## src/include/cnn_params.svh

```systemverilog
`ifndef CNN_PARAMS_SVH
`define CNN_PARAMS_SVH

// even image width and height
`define CNN_IMG_W 8
`define CNN_IMG_H 8

// 9 weights, 3 bias bytes, 4 scale bytes
`define CNN_PARAM_BYTES 16

// ingress depth and the source's credits after reset
`define CNN_IN_DEPTH 4

`define CNN_OUT_CREDITS_MAX 8

// right shift after the scale multiply
`define CNN_QUANT_SHIFT 16

`endif

```

## src/rtl/cnn_pkg.sv

```systemverilog
`default_nettype none

package cnn_pkg;

    // input pixel and quantized output byte
    typedef logic [7:0] pixel_t;

    typedef logic signed [7:0] weight_t;

    // nine 17-bit products fit in 20 bits
    typedef logic signed [19:0] acc_t;

    typedef logic signed [23:0] bias_t;
    typedef logic [31:0] scale_t;

    // row and column run up to the padding index
    typedef logic [3:0] coord_t;

    typedef logic [3:0] credit_t;

    typedef enum logic [1:0] {
        LOAD_PARAMS,
        STREAM,
        DRAIN
    } ctrl_state_t;

endpackage

`default_nettype wire

```

## src/rtl/maxpool_2x2.sv

```systemverilog
`timescale 1ns/1ps
`default_nettype none

`include "cnn_params.svh"

module maxpool_2x2 (
    input  wire                    clk_top,
    input  wire                    rst_n,
    input  wire  cnn_pkg::pixel_t  q,
    input  wire                    q_valid,
    output cnn_pkg::pixel_t        out_data,
    output logic                   out_valid,
    output logic                   out_last
);

    localparam int HALF_W = `CNN_IMG_W / 2;
    localparam int SLOT_W = $clog2(HALF_W);
    localparam cnn_pkg::coord_t LAST_COL = cnn_pkg::coord_t'(`CNN_IMG_W - 1);
    localparam cnn_pkg::coord_t LAST_ROW = cnn_pkg::coord_t'(`CNN_IMG_H - 1);

    // pair maxima from the even row
    cnn_pkg::pixel_t half_row [HALF_W];
    cnn_pkg::pixel_t pair_r;
    cnn_pkg::pixel_t pair_max;
    cnn_pkg::pixel_t pool_max;
    cnn_pkg::coord_t res_col;
    cnn_pkg::coord_t res_row;
    logic [SLOT_W-1:0] slot;

    assign slot     = res_col[SLOT_W:1];
    assign pair_max = (pair_r > q) ? pair_r : q;
    assign pool_max = (half_row[slot] > pair_max) ? half_row[slot] : pair_max;

    always_ff @(posedge clk_top) begin
        if (q_valid) begin
            if (!res_col[0]) begin
                pair_r <= q;
            end else if (!res_row[0]) begin
                half_row[slot] <= pair_max;
            end else begin
                out_data <= pool_max;
            end
        end
    end

    always_ff @(posedge clk_top or negedge rst_n) begin
        if (!rst_n) begin
            res_col   <= '0;
            res_row   <= '0;
            out_valid <= 1'b0;
            out_last  <= 1'b0;
        end else begin
            out_valid <= q_valid && res_row[0] && res_col[0];
            out_last  <= q_valid && (res_row == LAST_ROW) && (res_col == LAST_COL);
            if (q_valid) begin
                if (res_col == LAST_COL) begin
                    res_col <= '0;
                    res_row <= (res_row == LAST_ROW) ? '0 : res_row + 1'b1;
                end else begin
                    res_col <= res_col + 1'b1;
                end
            end
        end
    end

    // frame end lands on a closing pool only for an even image size
    last_on_pool: assert property (@(posedge clk_top) disable iff (!rst_n)
        out_last |-> out_valid);

endmodule

`default_nettype wire

```

## config.mk

```make
export PLATFORM = sky130hd
export DESIGN_NAME = maxpool_2x2
export DESIGN_NICKNAME = d
export VERILOG_FILES = /design/src/rtl/cnn_pkg.sv /design/src/rtl/maxpool_2x2.sv
export VERILOG_INCLUDE_DIRS = /design/src /design/src/include
export SDC_FILE = /design/constraint.sdc
export NUM_CORES = 1
export LEC_CHECK = 0
export ABC_AREA = 1
export BUFFER_PORTS_ARGS = -buffer_cell sky130_fd_sc_hd__buf_4
export CORE_ASPECT_RATIO = 1.25
export CORE_MARGIN = 2
export CORE_UTILIZATION = 41
export CTS_BUF_LIST = sky130_fd_sc_hd__clkbuf_8 sky130_fd_sc_hd__clkbuf_16
export CTS_CLUSTER_DIAMETER = 100
export CTS_CLUSTER_SIZE = 16
export DETAILED_ROUTE_END_ITERATION = 6
export SLEW_MARGIN = 20
export SYNTH_ARGS = -nofsm -noshare
export SYNTH_HDL_FRONTEND = slang
export SYNTH_SLANG_ARGS = --single-unit
```

## constraint.sdc

```tcl
create_clock -name clk_top -period 2.8 [get_ports clk_top]
set_input_delay 0.7 -clock clk_top [delete_from_list [all_inputs] [get_ports clk_top]]
set_output_delay 0.7 -clock clk_top [all_outputs]
set_load 0.05 [all_outputs]
```

# Word-level counts from Yosys, hierarchy flattened
# Memory sizes are Yosys's and may differ from the RTL's.
# Cells that the tools add are included.
dict set report word_totals {
  register_bits 26
  ram_bits 32
  out_inout_bits 10
  word_cells 29
  mem_count 1
}
dict set report classes {
  n_addsub 2
  n_lt_le_gt_ge 2
  eq_ne 2
  n_mux 8
  n_bitwise 1
  n_reduce_logical 7
}
# name words word_bits rd rd_ports_with_merged_regs write_ports line
set memory_table {}
lappend memory_table {half_row 4 8 1 0 1 maxpool_2x2.sv:22} ;# cnn_pkg::pixel_t half_row [HALF_W];
# op count
set op_table {}
lappend op_table {{8-bit > comparator} 2}
lappend op_table {{8-bit 2-to-1 mux} 2}
lappend op_table {{4-bit by 1-bit adder with 4-bit output, second input constant} 2}
lappend op_table {{4-bit by 3-bit equality test with 1-bit output, second input constant} 2}
lappend op_table {{4-bit 2-to-1 mux} 2}
lappend op_table {{1-bit logical AND} 4}
lappend op_table {{1-bit 2-to-1 mux} 4}
lappend op_table {{2-bit AND reduction} 2}
lappend op_table {{3-bit AND reduction} 1}
lappend op_table {{1-bit NOT} 1}

# Longest topological paths before layout
# Gate-level depths: netlist of run 1.
dict set report depth {
  word_depth 4
  mapped_depth 23
}

# Worst setup path before layout of run 1
# No wires, ideal clock.
dict set report synth_timing {
  path_kind {in2reg}
  startpoint {input port q[7]}
  endpoint {register out_data[1] (data pin)}
  arrival_time_ps 2615
  slack_ps -69
  cell_stages 17
  path_buffers 0
  cell_sequence {inv_1 > ha_1 > nand2_1 > nor2_2 > nand2_1 > nand2_2 > nand2_4 > nand2_1 > nand2_1 > ha_1 > a21oi_1 > o21a_1 > nand2_1 > nand2_2 > inv_1 > nand2_1 > nand2_1}
}
dict set report synth_between {
  elab_chain_len 4
}
# item line
set synth_lines {}
lappend synth_lines {{from (decl)} maxpool_2x2.sv:9} ;# input wire cnn_pkg::pixel_t q,
lappend synth_lines {{8-bit > comparator} maxpool_2x2.sv:31} ;# assign pair_max = (pair_r > q) ? pair_r : q;
lappend synth_lines {{8-bit 2-to-1 mux (*)} maxpool_2x2.sv:31}
lappend synth_lines {{8-bit > comparator} maxpool_2x2.sv:32} ;# assign pool_max = (half_row[slot] > pair_max) ? half_row[slot] : pair_max;
lappend synth_lines {{8-bit 2-to-1 mux (*)} maxpool_2x2.sv:32}
lappend synth_lines {{net pool_max[1]} maxpool_2x2.sv:25} ;# cnn_pkg::pixel_t pool_max;
lappend synth_lines {{to (signal assigned)} maxpool_2x2.sv:41} ;# out_data <= pool_max;
lappend synth_lines {{to (decl)} maxpool_2x2.sv:11} ;# output cnn_pkg::pixel_t out_data,
# The timed path passes the listed nets; every way through them passes the cells marked *.
# A chain may end at the register's enable or synchronous reset.

# Worst setup path after layout of run 1
dict set report layout_timing {
  startpoint {register pair_r[6]}
  endpoint {register out_data[4] (data pin)}
}
dict set report layout_between {
  elab_chain_len 4
}
# item line
set layout_lines {}
lappend layout_lines {{from (decl)} maxpool_2x2.sv:23} ;# cnn_pkg::pixel_t pair_r;
lappend layout_lines {{from (signal assigned)} maxpool_2x2.sv:37} ;# pair_r <= q;
lappend layout_lines {{8-bit > comparator} maxpool_2x2.sv:31}
lappend layout_lines {{8-bit 2-to-1 mux (*)} maxpool_2x2.sv:31}
lappend layout_lines {{8-bit > comparator} maxpool_2x2.sv:32}
lappend layout_lines {{8-bit 2-to-1 mux (*)} maxpool_2x2.sv:32}
lappend layout_lines {{net pool_max[4]} maxpool_2x2.sv:25}
# Marks and branches as above.

==> results of run 1 <==
registers in the layout (all words and copies together), names as in the netlist:
register   flops
out_last       1
pair_r         8
out_data       8
res_row        4
out_valid      1
res_col        4
half_row      32
stage by stage:
stage	util	total power, mW	setup slack [ns]	instances
after floorplan	-	2.12	0.00942	270
after global placement	0.490	2.48	-0.342	399
after detailed placement	0.490	2.50	-0.368	399
after CTS	0.523	3.33	0.0142	415
after global routing	0.608	4.05	-0.109	427
final	0.608	3.80	-0.0000453	427
area by class of cell:
cell class                      count  area [um2]  area share
Multi-Input combinational cell    174        1440       0.359
Timing Repair Buffer               52         402       0.100
Clock inverter                      7        85.1      0.0212
Tap cell                           87         109      0.0271
Clock buffer                        9         124      0.0308
Inverter                           40         163      0.0405
Sequential cell                    58        1690       0.421
logic make-up (layout without fill, tap and decap cells):
logic type | count (synthesis) | in the layout
and+or+nand+nor | 129 | 132
DFF | 58 | 58
buffers and inverters | 41 | 108
AOI/OAI and AO/OA | 22 | 22
adders and majority gates | 18 | 18
xor gates and xnor gates | 2 | 2
power by group through the flow:
stage | registers (mW) | logic (mW) | clock network [mW]
final | 1.24 | 1.73 | 0.824
after floorplan | 1.35 | 0.767 | 0
after CTS | 1.24 | 1.26 | 0.836
after detailed placement | 1.26 | 1.24 | 0
after global placement | 1.25 | 1.23 | 0
after global routing | 1.26 | 1.91 | 0.880
Yosys cell counts, drive strengths merged (2+ instances only):
| cell | instances | area [um2] |
|---|---|---|
| a22oi | 7 | 52.6 |
| nand4 | 2 | 27.5 |
| nand3 | 27 | 135 |
| a21oi | 9 | 45.0 |
| dfrtp | 10 | 250 |
| inv | 40 | 150 |
| nand2 | 79 | 312 |
| edfxtp | 48 | 1440 |
| ha | 18 | 225 |
| o21ai | 3 | 15.0 |
| nor3 | 3 | 20.0 |
| nor2 | 17 | 78.8 |
how the worst max path moves through the flow:
stage / startpoint / endpoint
after floorplan: q[7] / out_data[0]
after global placement: q[7] / out_data[3]
after detailed placement: q[5] / out_data[4]
after CTS: q[3] / out_data[4]
after global routing: pair_r[5] / out_data[7]
final: pair_r[6] / out_data[4]
per-layer routing:
layer	global-route usage	up-vias	wire (um)
li1	-	1051	-
met1	0.192	994	2680
met2	0.273	41	3370
met3	0.0353	16	208
met4	0.0877	0	143
met5	0	-	0
worst register-to-register path: stages, from the launching register on:
cell and delay, ns:
edfxtp_1 0.45, ha_4 0.31, nand2_4 0.06, nor2_4 0.19
nand2_4 0.10, nand2_8 0.11, nand2_8 0.12, nand2_4 0.12
nand2_4 0.06, ha_4 0.27, inv_2 0.03, o21bai_1 0.15
nand2_1 0.07, nand2_1 0.06, nand2_1 0.06, nand2_2 0.14
nand2_4 0.11, nand3_2 0.08, nand2_1 0.06
repair_timing:
item / in CTS / in global routing
setup buffers: 0 / 9
cloned: 0 / 3
pin swaps: 0 / 39
resized for setup: 3 / 99
endpoints found under the setup margin: 5 / 8
==> load_flow_metrics.sql, run 1 <==
INSERT INTO impl_metrics (metric_group, metric, value, unit) VALUES
('outcome', 'status', 'complete, but fails checks', ''),
('outcome', 'violations_in_the_final_reports', 'setup timing', ''),
('finish', 'layout.cell_area.non_filler', '4020', 'um2'),
('power_and_ir_drop', 'power.share.switching', '0.393', ''),
('worst_setup_path', 'critical_path_class', 'flop to flop', ''),
('route', 'routed_wirelength_normalized_by_instance_count', '15.0', 'um'),
('worst_setup_path', 'path_depth', '18', ''),
('global_routing', 'maximum_number_of_pins_on_one_net_before_global_route_repair', '11', ''),
('synthesis', 'yosys.area_share.adder', '0.0803', ''),
('synthesis', 'synth_enable_flop_cells', '48', ''),
('power_and_ir_drop', 'power-per-cell-area', '946', 'nW/um2'),
('finish', 'syn2layout_area_growth', '43.3', '%'),
('synthesis', 'synth-async-reset-ratio', '0.172', ''),
('route', 'ant_nets', '0', ''),
('synthesis', 'synth_top_family_by_area', 'simple AND/OR/NAND/NOR gates', ''),
('route', 'count_of_vias_placed_by_the_detailed_router', '2102', ''),
('worst_setup_path', 'setup.worst_path.end_class', 'flop', ''),
('timing', 'layout_worst_path_cycle_share', '1.00', ''),
('global_routing', 'grt_overflow_total', '0', ''),
('synthesis', 'yosys.cell_types.count', '26', ''),
('floorplan', 'io_pins', '21', ''),
('power_and_ir_drop', 'p_leak', '1.73', 'nW'),
('clock_network', 'clk_latency', '0.34', 'ns'),
('synthesis', 'synthSimpleGateAreaFrac', '0.207', ''),
('timing', 'rsz0062_at_grt', 'yes', ''),
('clock_network', 'clk_path_buf_depth', '2', ''),
('timing', 'tns', '-0.0000453', 'ns'),
('timing', 'max_slew.worst_pin.slew', '0.791', 'ns'),
('floorplan', 'die_area', '7520', 'um2'),
('place', 'routability_driven_placement_congestion_ratio', '0.765', ''),
('run', 'maxCapViolations', '0', ''),
('route', 'avgViaCountPerCell', '4.92', ''),
('place', 'placedInstanceArea', '3240', 'um2'),
('worst_setup_path', 'critical-path-max-stage-delay', '0.45', 'ns'),
('synthesis', 'synth_warnings', '0', ''),
('synthesis', 'synth_area', '2800', 'um2'),
('finish', 'fin_nets', '364', ''),
('clock_network', 'clock-root-buffer', 'clkbuf_8', ''),
('synthesis', 'mapped_nets', '299', ''),
('power_and_ir_drop', 'switching_power_of_the_nets', '1.50', 'mW'),
('place', 'place.detailed.hpwl', '4110', 'um'),
('route', 'drt-initial-drc-count', '92', ''),
('timing', 'postLayoutSetupSlackWorst', '-0.0000453', 'ns'),
('worst_setup_path', 'r2r-end', 'out_data[4]', ''),
('global_routing', 'grt.total_usage', '0.161', ''),
('global_routing', 'grt_pass1_vias', '1946', ''),
('finish', 'fill_cells', '513', ''),
('synthesis', 'synth.area.mux_share', '0', ''),
('place', 'port_buffer_count', '20', ''),
('timing', 'clock_skew', '0.0135', 'ns'),
('timing', 'period_needed', '2.80', 'ns'),
('finish', 'final_common_cell', 'buf_4', ''),
('min_path', 'hold_path.class', 'primary input to asynchronous set/reset pin', ''),
('power_and_ir_drop', 'share_seq_of_total_power', '0.327', ''),
('worst_setup_path', 'ff2ff_path_depth', '18', ''),
('synthesis', 'synth_area_per_cell', '10.4', 'um2'),
('worst_setup_path', 'worstPathBufferInverterCount', '1', ''),
('route', 'wl', '6410', 'um'),
('floorplan', 'floorplan.core_area', '6610', 'um2'),
('worst_setup_path', 'startpoint_type', 'flop', ''),
('synthesis', 'synth-compound-area-share', '0.0482', ''),
('worst_setup_path', 'worstPathCellList', 'ha_4, nand2_4, nor2_4, nand2_4, nand2_8, nand2_8, nand2_4, nand2_4, ha_4, inv_2, o21bai_1, nand2_1, nand2_1, nand2_1, nand2_2, nand2_4, nand3_2, nand2_1', ''),
('timing', 'slew-limit-headroom', '0.470', ''),
('worst_setup_path', 'critPathSlowestCell', 'edfxtp_1', ''),
('finish', 'final_layout_size_suffix_gt1_frac', '0.441', ''),
('clock_network', 'cts_made_buffers', '9', ''),
('worst_setup_path', 'timing.critical_path.mode_cell', 'nand2_4', ''),
('route', 'remaining_drc_errors', '0', ''),
('timing', 'timing.final.setup_violations', '1', ''),
('timing', 'worst_hold_slack', '0.172', 'ns'),
('floorplan', 'die-width', '78.0', 'um');
(Power assumes the default switching activity.)
==> run 2: changes to the inputs <==
ABC_AREA = 0   (was 1)
==> run 2 against run 1 <==
- the flow still finishes with violations (setup timing)
- die area about the same
- sequential share of layout area increased by 0.68 points
- sequential power about the same
- critical path depth decreased by 3
- critical path type is now primary input to flop
- critical endpoint is now out_data[2]
- largest power group unchanged
==> load_flow_metrics.sql, run 2 <==
INSERT INTO impl_metrics (metric_group, metric, value, unit) VALUES
('synthesis', 'yosysSeqAreaShare', '0.604', ''),
('outcome', 'violations_in_the_final_reports', 'setup timing', ''),
('run', 'maxCapViolations', '0', ''),
('timing', 'postLayoutSetupSlackWorst', '-0.378', 'ns'),
('power_and_ir_drop', 'power-per-cell-area', '900', 'nW/um2'),
('outcome', 'status', 'complete, but fails checks', ''),
('power_and_ir_drop', 'share_seq_of_total_power', '0.349', ''),
('clock_network', 'post_cts_hold_buffer_count', '0', ''),
('clock_network', 'clock-root-buffer', 'clkbuf_8', ''),
('global_routing', 'grt_util_met1', '0.179', ''),
('global_routing', 'initial_antenna_violation_count', '0', ''),
('place', 'place.detailed.hpwl', '3790', 'um'),
('worst_setup_path', 'worstPathCellList', 'buf_6, inv_8, ha_4, nor2b_1, o211ai_1, a211o_2, a21bo_2, and2_4, ha_4, and3_4, a221o_1, a22oi_4, buf_6, nor2_1, a31oi_1', ''),
('floorplan', 'floorplan.core_area', '6610', 'um2'),
('worst_setup_path', 'crit_arrival', '3.35', 'ns'),
('place', 'routability_driven_placement_congestion_ratio', '0.787', ''),
('route', 'routed_wirelength_normalized_by_instance_count', '14.7', 'um'),
('worst_setup_path', 'crit_path_max_fanout', '8', ''),
('power_and_ir_drop', 'p_leak', '1.61', 'nW'),
('worst_setup_path', 'critical_path_class', 'primary input to flop', ''),
('clock_network', 'clk_latency', '0.34', 'ns'),
('finish', 'finalCoreUtilization', '0.598', ''),
('clock_network', 'cts_num_sinks', '58', ''),
('route', 'wl', '5570', 'um'),
('synthesis', 'synthCells', '201', ''),
('timing', 'final-max-slew-violation-count', '0', ''),
('worst_setup_path', 'critical-path-max-stage-delay', '0.39', 'ns'),
('route', 'firstDrtPassIters', '4', ''),
('route', 'count_of_vias_placed_by_the_detailed_router', '1893', ''),
('worst_setup_path', 'r2r-end', 'out_data[2]', ''),
('place', 'placedInstanceArea', '3440', 'um2'),
('power_and_ir_drop', 'p_int', '2.36', 'mW'),
('synthesis', 'synth.ff_latch_count', '58', ''),
('finish', 'top_register', 'half_row', ''),
('clock_network', 'clk_path_buf_depth', '2', ''),
('global_routing', 'grt_use_met3', '0.0511', ''),
('synthesis', 'yosys-top-cells-count', 'edfxtp_1, ha_1, nor2_1, nand2_1, inv_1', ''),
('clock_network', 'cts_max_level', '3', ''),
('synthesis', 'synth_enable_flop_cells', '48', ''),
('power_and_ir_drop', 'share_clk_of_total_power', '0.209', ''),
('worst_setup_path', 'ff2ff_path_depth', '13', ''),
('finish', 'largest_register_ff_count', '32', ''),
('worst_setup_path', 'critPathSlowestCell', 'a211o_2', ''),
('floorplan', 'floorplan.initialDensity', '0.424', ''),
('timing', 'worst_hold_slack', '0.177', 'ns'),
('worst_setup_path', 'timing.critical_path.required', '2.98', 'ns'),
('timing', 'period_needed', '3.18', 'ns'),
('worst_setup_path', 'r2r_slack', '-0.36', 'ns'),
('worst_setup_path', 'startpoint_type', 'primary input', ''),
('place', 'port_buffer_count', '20', ''),
('floorplan', 'die_area', '7520', 'um2'),
('finish', 'fill_cells', '527', ''),
('clock_network', 'worst_setup_hold_path_clk_slew', '0.06', 'ns'),
('finish', 'reg.largest.list', 'half_row x32, out_data x8, pair_r x8', ''),
('worst_setup_path', 'regToRegStartpoint', 'pair_r[1]', ''),
('global_routing', 'grt.busiest_layer', 'met2', ''),
('global_routing', 'grt_pass1_wl', '8940', 'um'),
('synthesis', 'synth_warnings', '0', ''),
('timing', 'layout_worst_path_cycle_share', '1.14', ''),
('floorplan', 'placement_rows', '33', ''),
('route', 'drt-initial-drc-count', '83', ''),
('synthesis', 'synth_area_leader_cell', 'edfxtp_1', ''),
('finish', 'final_cell_mix', 'buf_4, edfxtp_1, nand2_1', ''),
('timing', 'final-hold-violation-count', '0', ''),
('power_and_ir_drop', 'pwr-share-comb', '0.442', ''),
('global_routing', 'grt.total_usage', '0.161', ''),
('global_routing', 'maximum_number_of_pins_on_one_net_before_global_route_repair', '11', ''),
('synthesis', 'yosys.cell_types.count', '37', ''),
('finish', 'final_common_cell', 'buf_4', ''),
('finish', 'final_layout_size_suffix_gt1_frac', '0.527', ''),
('route', 'ant_nets', '0', ''),
('finish', 'fin_nets', '316', ''),
('synthesis', 'share_of_the_synthesized_area_in_the_top_cell_type', '0.514', ''),
('timing', 'rsz0062_at_grt', 'yes', ''),
('worst_setup_path', 'setup.worst_path.start', 'q[1]', ''),
('route', 'avgViaCountPerCell', '4.99', ''),
('finish', 'syn2layout_area_growth', '41.1', '%'),
('synthesis', 'synth-async-reset-ratio', '0.172', ''),
('clock_network', 'cts_made_buffers', '9', ''),
('synthesis', 'synth_top_cells_by_area', 'edfxtp_1, dfrtp_1, ha_1, mux4_2, a21bo_2', ''),
('synthesis', 'synth_area_per_cell', '13.9', 'um2'),
('floorplan', 'io_pins', '21', ''),
('floorplan', 'die-width', '78.0', 'um'),
('synthesis', 'synth_area', '2800', 'um2'),
('clock_network', 'tritoncts', 'built', ''),
('finish', 'antenna_cells', '0', ''),
('global_routing', 'grt_pass1_vias', '1937', ''),
('floorplan', 'die_y', '96.4', 'um'),
('global_routing', 'grt_overflow_total', '0', ''),
('synthesis', 'mapped_nets', '230', ''),
('timing', 'max_freq', '315', 'MHz'),
('timing', 'slew-limit-headroom', '0.687', ''),
('synthesis', 'synth.most_common_cell', 'edfxtp_1', ''),
('timing', 'timing.final.setup_violations', '8', ''),
('power_and_ir_drop', 'switching_power_of_the_nets', '1.20', 'mW'),
('global_routing', 'globalRouteMet2Util', '0.282', ''),
('finish', 'layout.cell_area.non_filler', '3950', 'um2'),
('timing', 'clock_skew', '0.00992', 'ns'),
('route', 'remaining_drc_errors', '0', ''),
('synthesis', 'synthFlopType', 'edfxtp_1', ''),
('worst_setup_path', 'setup.worst_path.end_class', 'flop', ''),
('timing', 'max_slew.worst_pin.slew', '0.470', 'ns'),
('worst_setup_path', 'critical_path.endpoint', 'out_data[2]', ''),
('power_and_ir_drop', 'irDropWorstVdd', '630', 'uV'),
('min_path', 'hold_path.class', 'primary input to asynchronous set/reset pin', ''),
('power_and_ir_drop', 'power.share.switching', '0.336', '');
==> run 2: changes by cell type in the layout (fill, tap and decap cells not counted), sizes merged, moves of 8 or more <==
cell   delta
mux4      +8
buf      +28
nand3    -18
a31oi     +8
nand2    -67
inv      -30
==> run 2: logic make-up after synthesis <==
group,share of synthesized area
adders and majority gates,0.0804
and+or+nand+nor,0.112
buffers and inverters,0.0295
xor gates and xnor gates,0.00938
AOI/OAI and AO/OA,0.0884
DFF,0.604
muxes,0.0763
==> run 2: power by group through the flow <==
| stage | logic, mW | registers, mW | clock network [mW] |
|---|---|---|---|
| global route | 1.71 | 1.26 | 0.801 |
| global placement | 1.29 | 1.25 | 0 |
| CTS | 1.59 | 1.24 | 0.769 |
| finish | 1.57 | 1.24 | 0.745 |
| detailed placement | 1.30 | 1.26 | 0 |
| floorplan | 0.797 | 1.32 | 0 |
==> run 2: worst min path at each step <==
stage | startpoint | to | slack (ns) | cells after the start
floorplan | rst_n | out_last | 0.40 | 0
global placement | res_row[3] | out_last | 0.47 | 1
detailed placement | res_row[3] | out_last | 0.47 | 1
CTS | rst_n | res_row[1] | 0.16 | 1
global route | rst_n | res_row[1] | 0.17 | 1
finish | rst_n | res_row[1] | 0.18 | 1
==> run 2: cell type report <==
class / instances / area (um2) / area share
inverter: 11 / 48.8 / 0.0123
tap: 87 / 109 / 0.0275
timing repair buffer: 80 / 631 / 0.159
clock buffer: 10 / 138 / 0.0348
multi-input combinational: 127 / 1280 / 0.324
sequential: 58 / 1690 / 0.428
clock inverter: 6 / 56.3 / 0.0142
==> run 2: metrics by stage <==
step                      setup slack [ns]  cells  setup TNS (ns)  power, mW
after floorplan                     -0.675    201           -5.39       2.12
after global placement              -0.932    353           -7.34       2.54
after detailed placement            -0.943    353           -7.48       2.56
after CTS                           -0.447    377           -3.45       3.60
after global routing                -0.463    379           -3.55       3.77
final                               -0.378    379           -2.83       3.56
==> run 2: what timing repair did <==
action | CTS | global route
setup buffers | 6 | 4
gates cloned | 2 | 0
resized for setup | 22 | 29
endpoints found under the setup margin | 8 | 8
pin swaps | 20 | 18
==> run 2: worst max-delay path, delay by kind of cell <==
family	cells	cell delay (ns)
buf+inv	3	0.29
fa+ha+maj	2	0.45
compound gates	6	1.43
simple gates	4	0.47
==> run 2: layer usage <==
| layer | wire (um) | up-vias |
|---|---|---|
| met4 | 92 | 0 |
| met2 | 2960 | 30 |
| met1 | 2340 | 918 |
| li1 | - | 938 |
| met3 | 179 | 7 |
| met5 | 0 | - |
==> run 3: changes to the inputs <==
clock period = 4 ns   (was 2.8 ns; I/O delays follow)
==> run 3 against run 2 <==
- clock skew is 0.0048 ns lower
- hold slack better by 0.30 ns
- global-route usage is 1.3 points lower
- the flow now finishes without violations
- routed wire length is 11% lower
- worst setup slack better by 0.61 ns
- register-to-register slack better by 0.97 ns
- sequential share of layout area is 7.6 points higher
- final cell count is 11% lower
- combinational power is 50% lower
- power is 37% lower
==> load_flow_metrics.sql, run 3 (synthesized netlist as in run 2, its figures left out) <==
INSERT INTO impl_metrics (metric_group, metric, value, unit) VALUES
('clock_network', 'cts_max_level', '3', ''),
('floorplan', 'io_pins', '21', ''),
('place', 'routability_driven_placement_congestion_ratio', '0.724', ''),
('floorplan', 'floorplan.core_area', '6610', 'um2'),
('timing', 'tns', '0', 'ns'),
('place', 'port_buffer_count', '20', ''),
('timing', 'clock_skew', '0.00510', 'ns'),
('worst_setup_path', 'critical-path-max-stage-delay', '0.44', 'ns'),
('global_routing', 'maximum_number_of_pins_on_one_net_before_global_route_repair', '17', ''),
('global_routing', 'grt.total_usage', '0.149', ''),
('timing', 'period_needed', '3.77', 'ns'),
('timing', 'final-max-slew-violation-count', '0', ''),
('floorplan', 'die_y', '96.4', 'um'),
('power_and_ir_drop', 'power-per-cell-area', '668', 'nW/um2'),
('worst_setup_path', 'crit_path_max_fanout', '16', ''),
('floorplan', 'die-width', '78.0', 'um'),
('worst_setup_path', 'critPathSlowestCell', 'a211o_2', ''),
('place', 'place.detailed.hpwl', '3640', 'um'),
('floorplan', 'floorplan.initialDensity', '0.424', ''),
('finish', 'final_common_cell', 'edfxtp_1', ''),
('outcome', 'status', 'complete, no violations', ''),
('finish', 'fin_nets', '273', ''),
('route', 'ant_nets', '0', ''),
('finish', 'final_cell_mix', 'edfxtp_1, buf_4, ha_1', ''),
('clock_network', 'postCtsSetupBuffers', '0', ''),
('global_routing', 'grt_overflow_total', '0', ''),
('worst_setup_path', 'regToRegStartpoint', 'pair_r[1]', ''),
('global_routing', 'grt_pass1_wl', '8190', 'um'),
('finish', 'largest_register_ff_count', '32', ''),
('clock_network', 'cts_made_buffers', '9', ''),
('worst_setup_path', 'timing.critical_path.max_delay_family', 'compound AO/OA/AOI/OAI gates', ''),
('finish', 'syn2layout_area_growth', '19.9', '%'),
('timing', 'rsz0062_at_grt', 'no', ''),
('worst_setup_path', 'crit_arrival', '3.93', 'ns'),
('route', 'wl', '4980', 'um'),
('route', 'routed_wirelength_normalized_by_instance_count', '14.8', 'um'),
('route', 'drt-initial-drc-count', '147', ''),
('clock_network', 'cts_num_sinks', '58', ''),
('power_and_ir_drop', 'irDropWorstVdd', '375', 'uV'),
('run', 'maxCapViolations', '0', ''),
('min_path', 'hold_path.class', 'flop to flop', ''),
('worst_setup_path', 'worstPathBufferInverterCount', '3', ''),
('finish', 'top_register', 'half_row', ''),
('global_routing', 'initial_antenna_violation_count', '0', ''),
('timing', 'final-hold-violation-count', '0', ''),
('place', 'pre_cts_slack', '-0.170', 'ns'),
('timing', 'postLayoutSetupSlackWorst', '0.227', 'ns'),
('power_and_ir_drop', 'p_leak', '1.38', 'nW'),
('worst_setup_path', 'r2r-end', 'out_data[5]', ''),
('finish', 'reg.largest.list', 'half_row x32, out_data x8, pair_r x8', ''),
('timing', 'layout_worst_path_cycle_share', '0.943', ''),
('route', 'remaining_drc_errors', '0', ''),
('clock_network', 'clock-root-buffer', 'clkbuf_8', ''),
('worst_setup_path', 'setup.worst_path.end_class', 'flop', ''),
('worst_setup_path', 'setup.worst_path.start', 'q[1]', ''),
('timing', 'max_freq', '265', 'MHz'),
('route', 'firstDrtPassIters', '5', ''),
('global_routing', 'grt_pass1_vias', '1715', ''),
('power_and_ir_drop', 'totalPowerFinal', '2.24', 'mW'),
('worst_setup_path', 'startpoint_type', 'primary input', ''),
('floorplan', 'die_area', '7520', 'um2'),
('route', 'count_of_vias_placed_by_the_detailed_router', '1702', ''),
('worst_setup_path', 'ff2ff_path_depth', '13', ''),
('worst_setup_path', 'timing.critical_path.required', '4.16', 'ns'),
('worst_setup_path', 'worstPathCellList', 'buf_4, inv_1, ha_1, nor2b_1, o211ai_1, a211o_2, a21bo_2, and2_1, ha_1, and3_4, a221o_1, a22oi_4, buf_4, nor2_1, a31oi_1', ''),
('place', 'numPlacedInstances', '320', ''),
('finish', 'stdcell_count', '336', ''),
('clock_network', 'worst_setup_hold_path_clk_slew', '0.06', 'ns'),
('route', 'avgViaCountPerCell', '5.07', ''),
('floorplan', 'placement_rows', '33', ''),
('finish', 'antenna_cells', '0', ''),
('worst_setup_path', 'r2r_slack', '0.61', 'ns'),
('timing', 'timing.final.setup_violations', '0', ''),
('clock_network', 'clk_latency', '0.33', 'ns'),
('min_path', 'min_to', 'out_last', ''),
('clock_network', 'post_cts_hold_buffer_count', '0', ''),
('min_path', 'min-delay-start', 'res_row[3]', ''),
('timing', 'max_slew.worst_pin.slew', '0.895', 'ns'),
('worst_setup_path', 'critical_path_class', 'primary input to flop', ''),
('min_path', 'hold_crit_depth', '1', ''),
('clock_network', 'tritoncts', 'built', ''),
('timing', 'slew-limit-headroom', '0.402', ''),
('finish', 'final_layout_size_suffix_gt1_frac', '0.289', ''),
('clock_network', 'clk_path_buf_depth', '2', '');
-- run 3: power breakdown --
group | internal [mW] | switching (mW)
registers | 0.798 | 0.102
clock network | 0.341 | 0.221
logic | 0.377 | 0.405
-- run 3: how the worst max path moves through the flow --
stage / end / slack, ns / cells past startpoint
finish: out_data[5] / 0.23 / 15
global route: out_data[5] / 0.13 / 15
global placement: out_data[6] / -0.12 / 15
CTS: out_data[5] / 0.17 / 15
floorplan: out_data[1] / 0.15 / 14
detailed placement: out_data[5] / -0.17 / 15
-- run 3: timing repair --
action	CTS	global route
endpoints found under the setup margin	0	1
endpoints found under the hold margin	0	0
gates resized for setup	0	1
-- run 3: cell type report --
cell class / instances / area, um2
clock buffer: 9 / 124
clock inverter: 7 / 80.1
fill: 598 / 3250
inverter: 11 / 41.3
multi-input combinational: 126 / 1030
sequential: 58 / 1690
tap: 87 / 109
timing repair buffer: 38 / 285
-- run 3: metrics by stage --
stage,cell area [um2],hold slack (ns),utilization
after detailed placement,3160,0.474,0.478
after CTS,3360,0.471,0.509
after floorplan,2800,0.438,-
after global routing,3360,0.475,0.509
after global placement,3160,0.469,0.478
final,3360,0.479,0.509
-- run 3: metal layers --
layer	share of wire	GRT usage	vias up
met3	0.037	0.0390	6
met2	0.50	0.246	38
li1	-	-	846
met1	0.45	0.181	812
met4	0.014	0.0746	0
met5	0	0	-
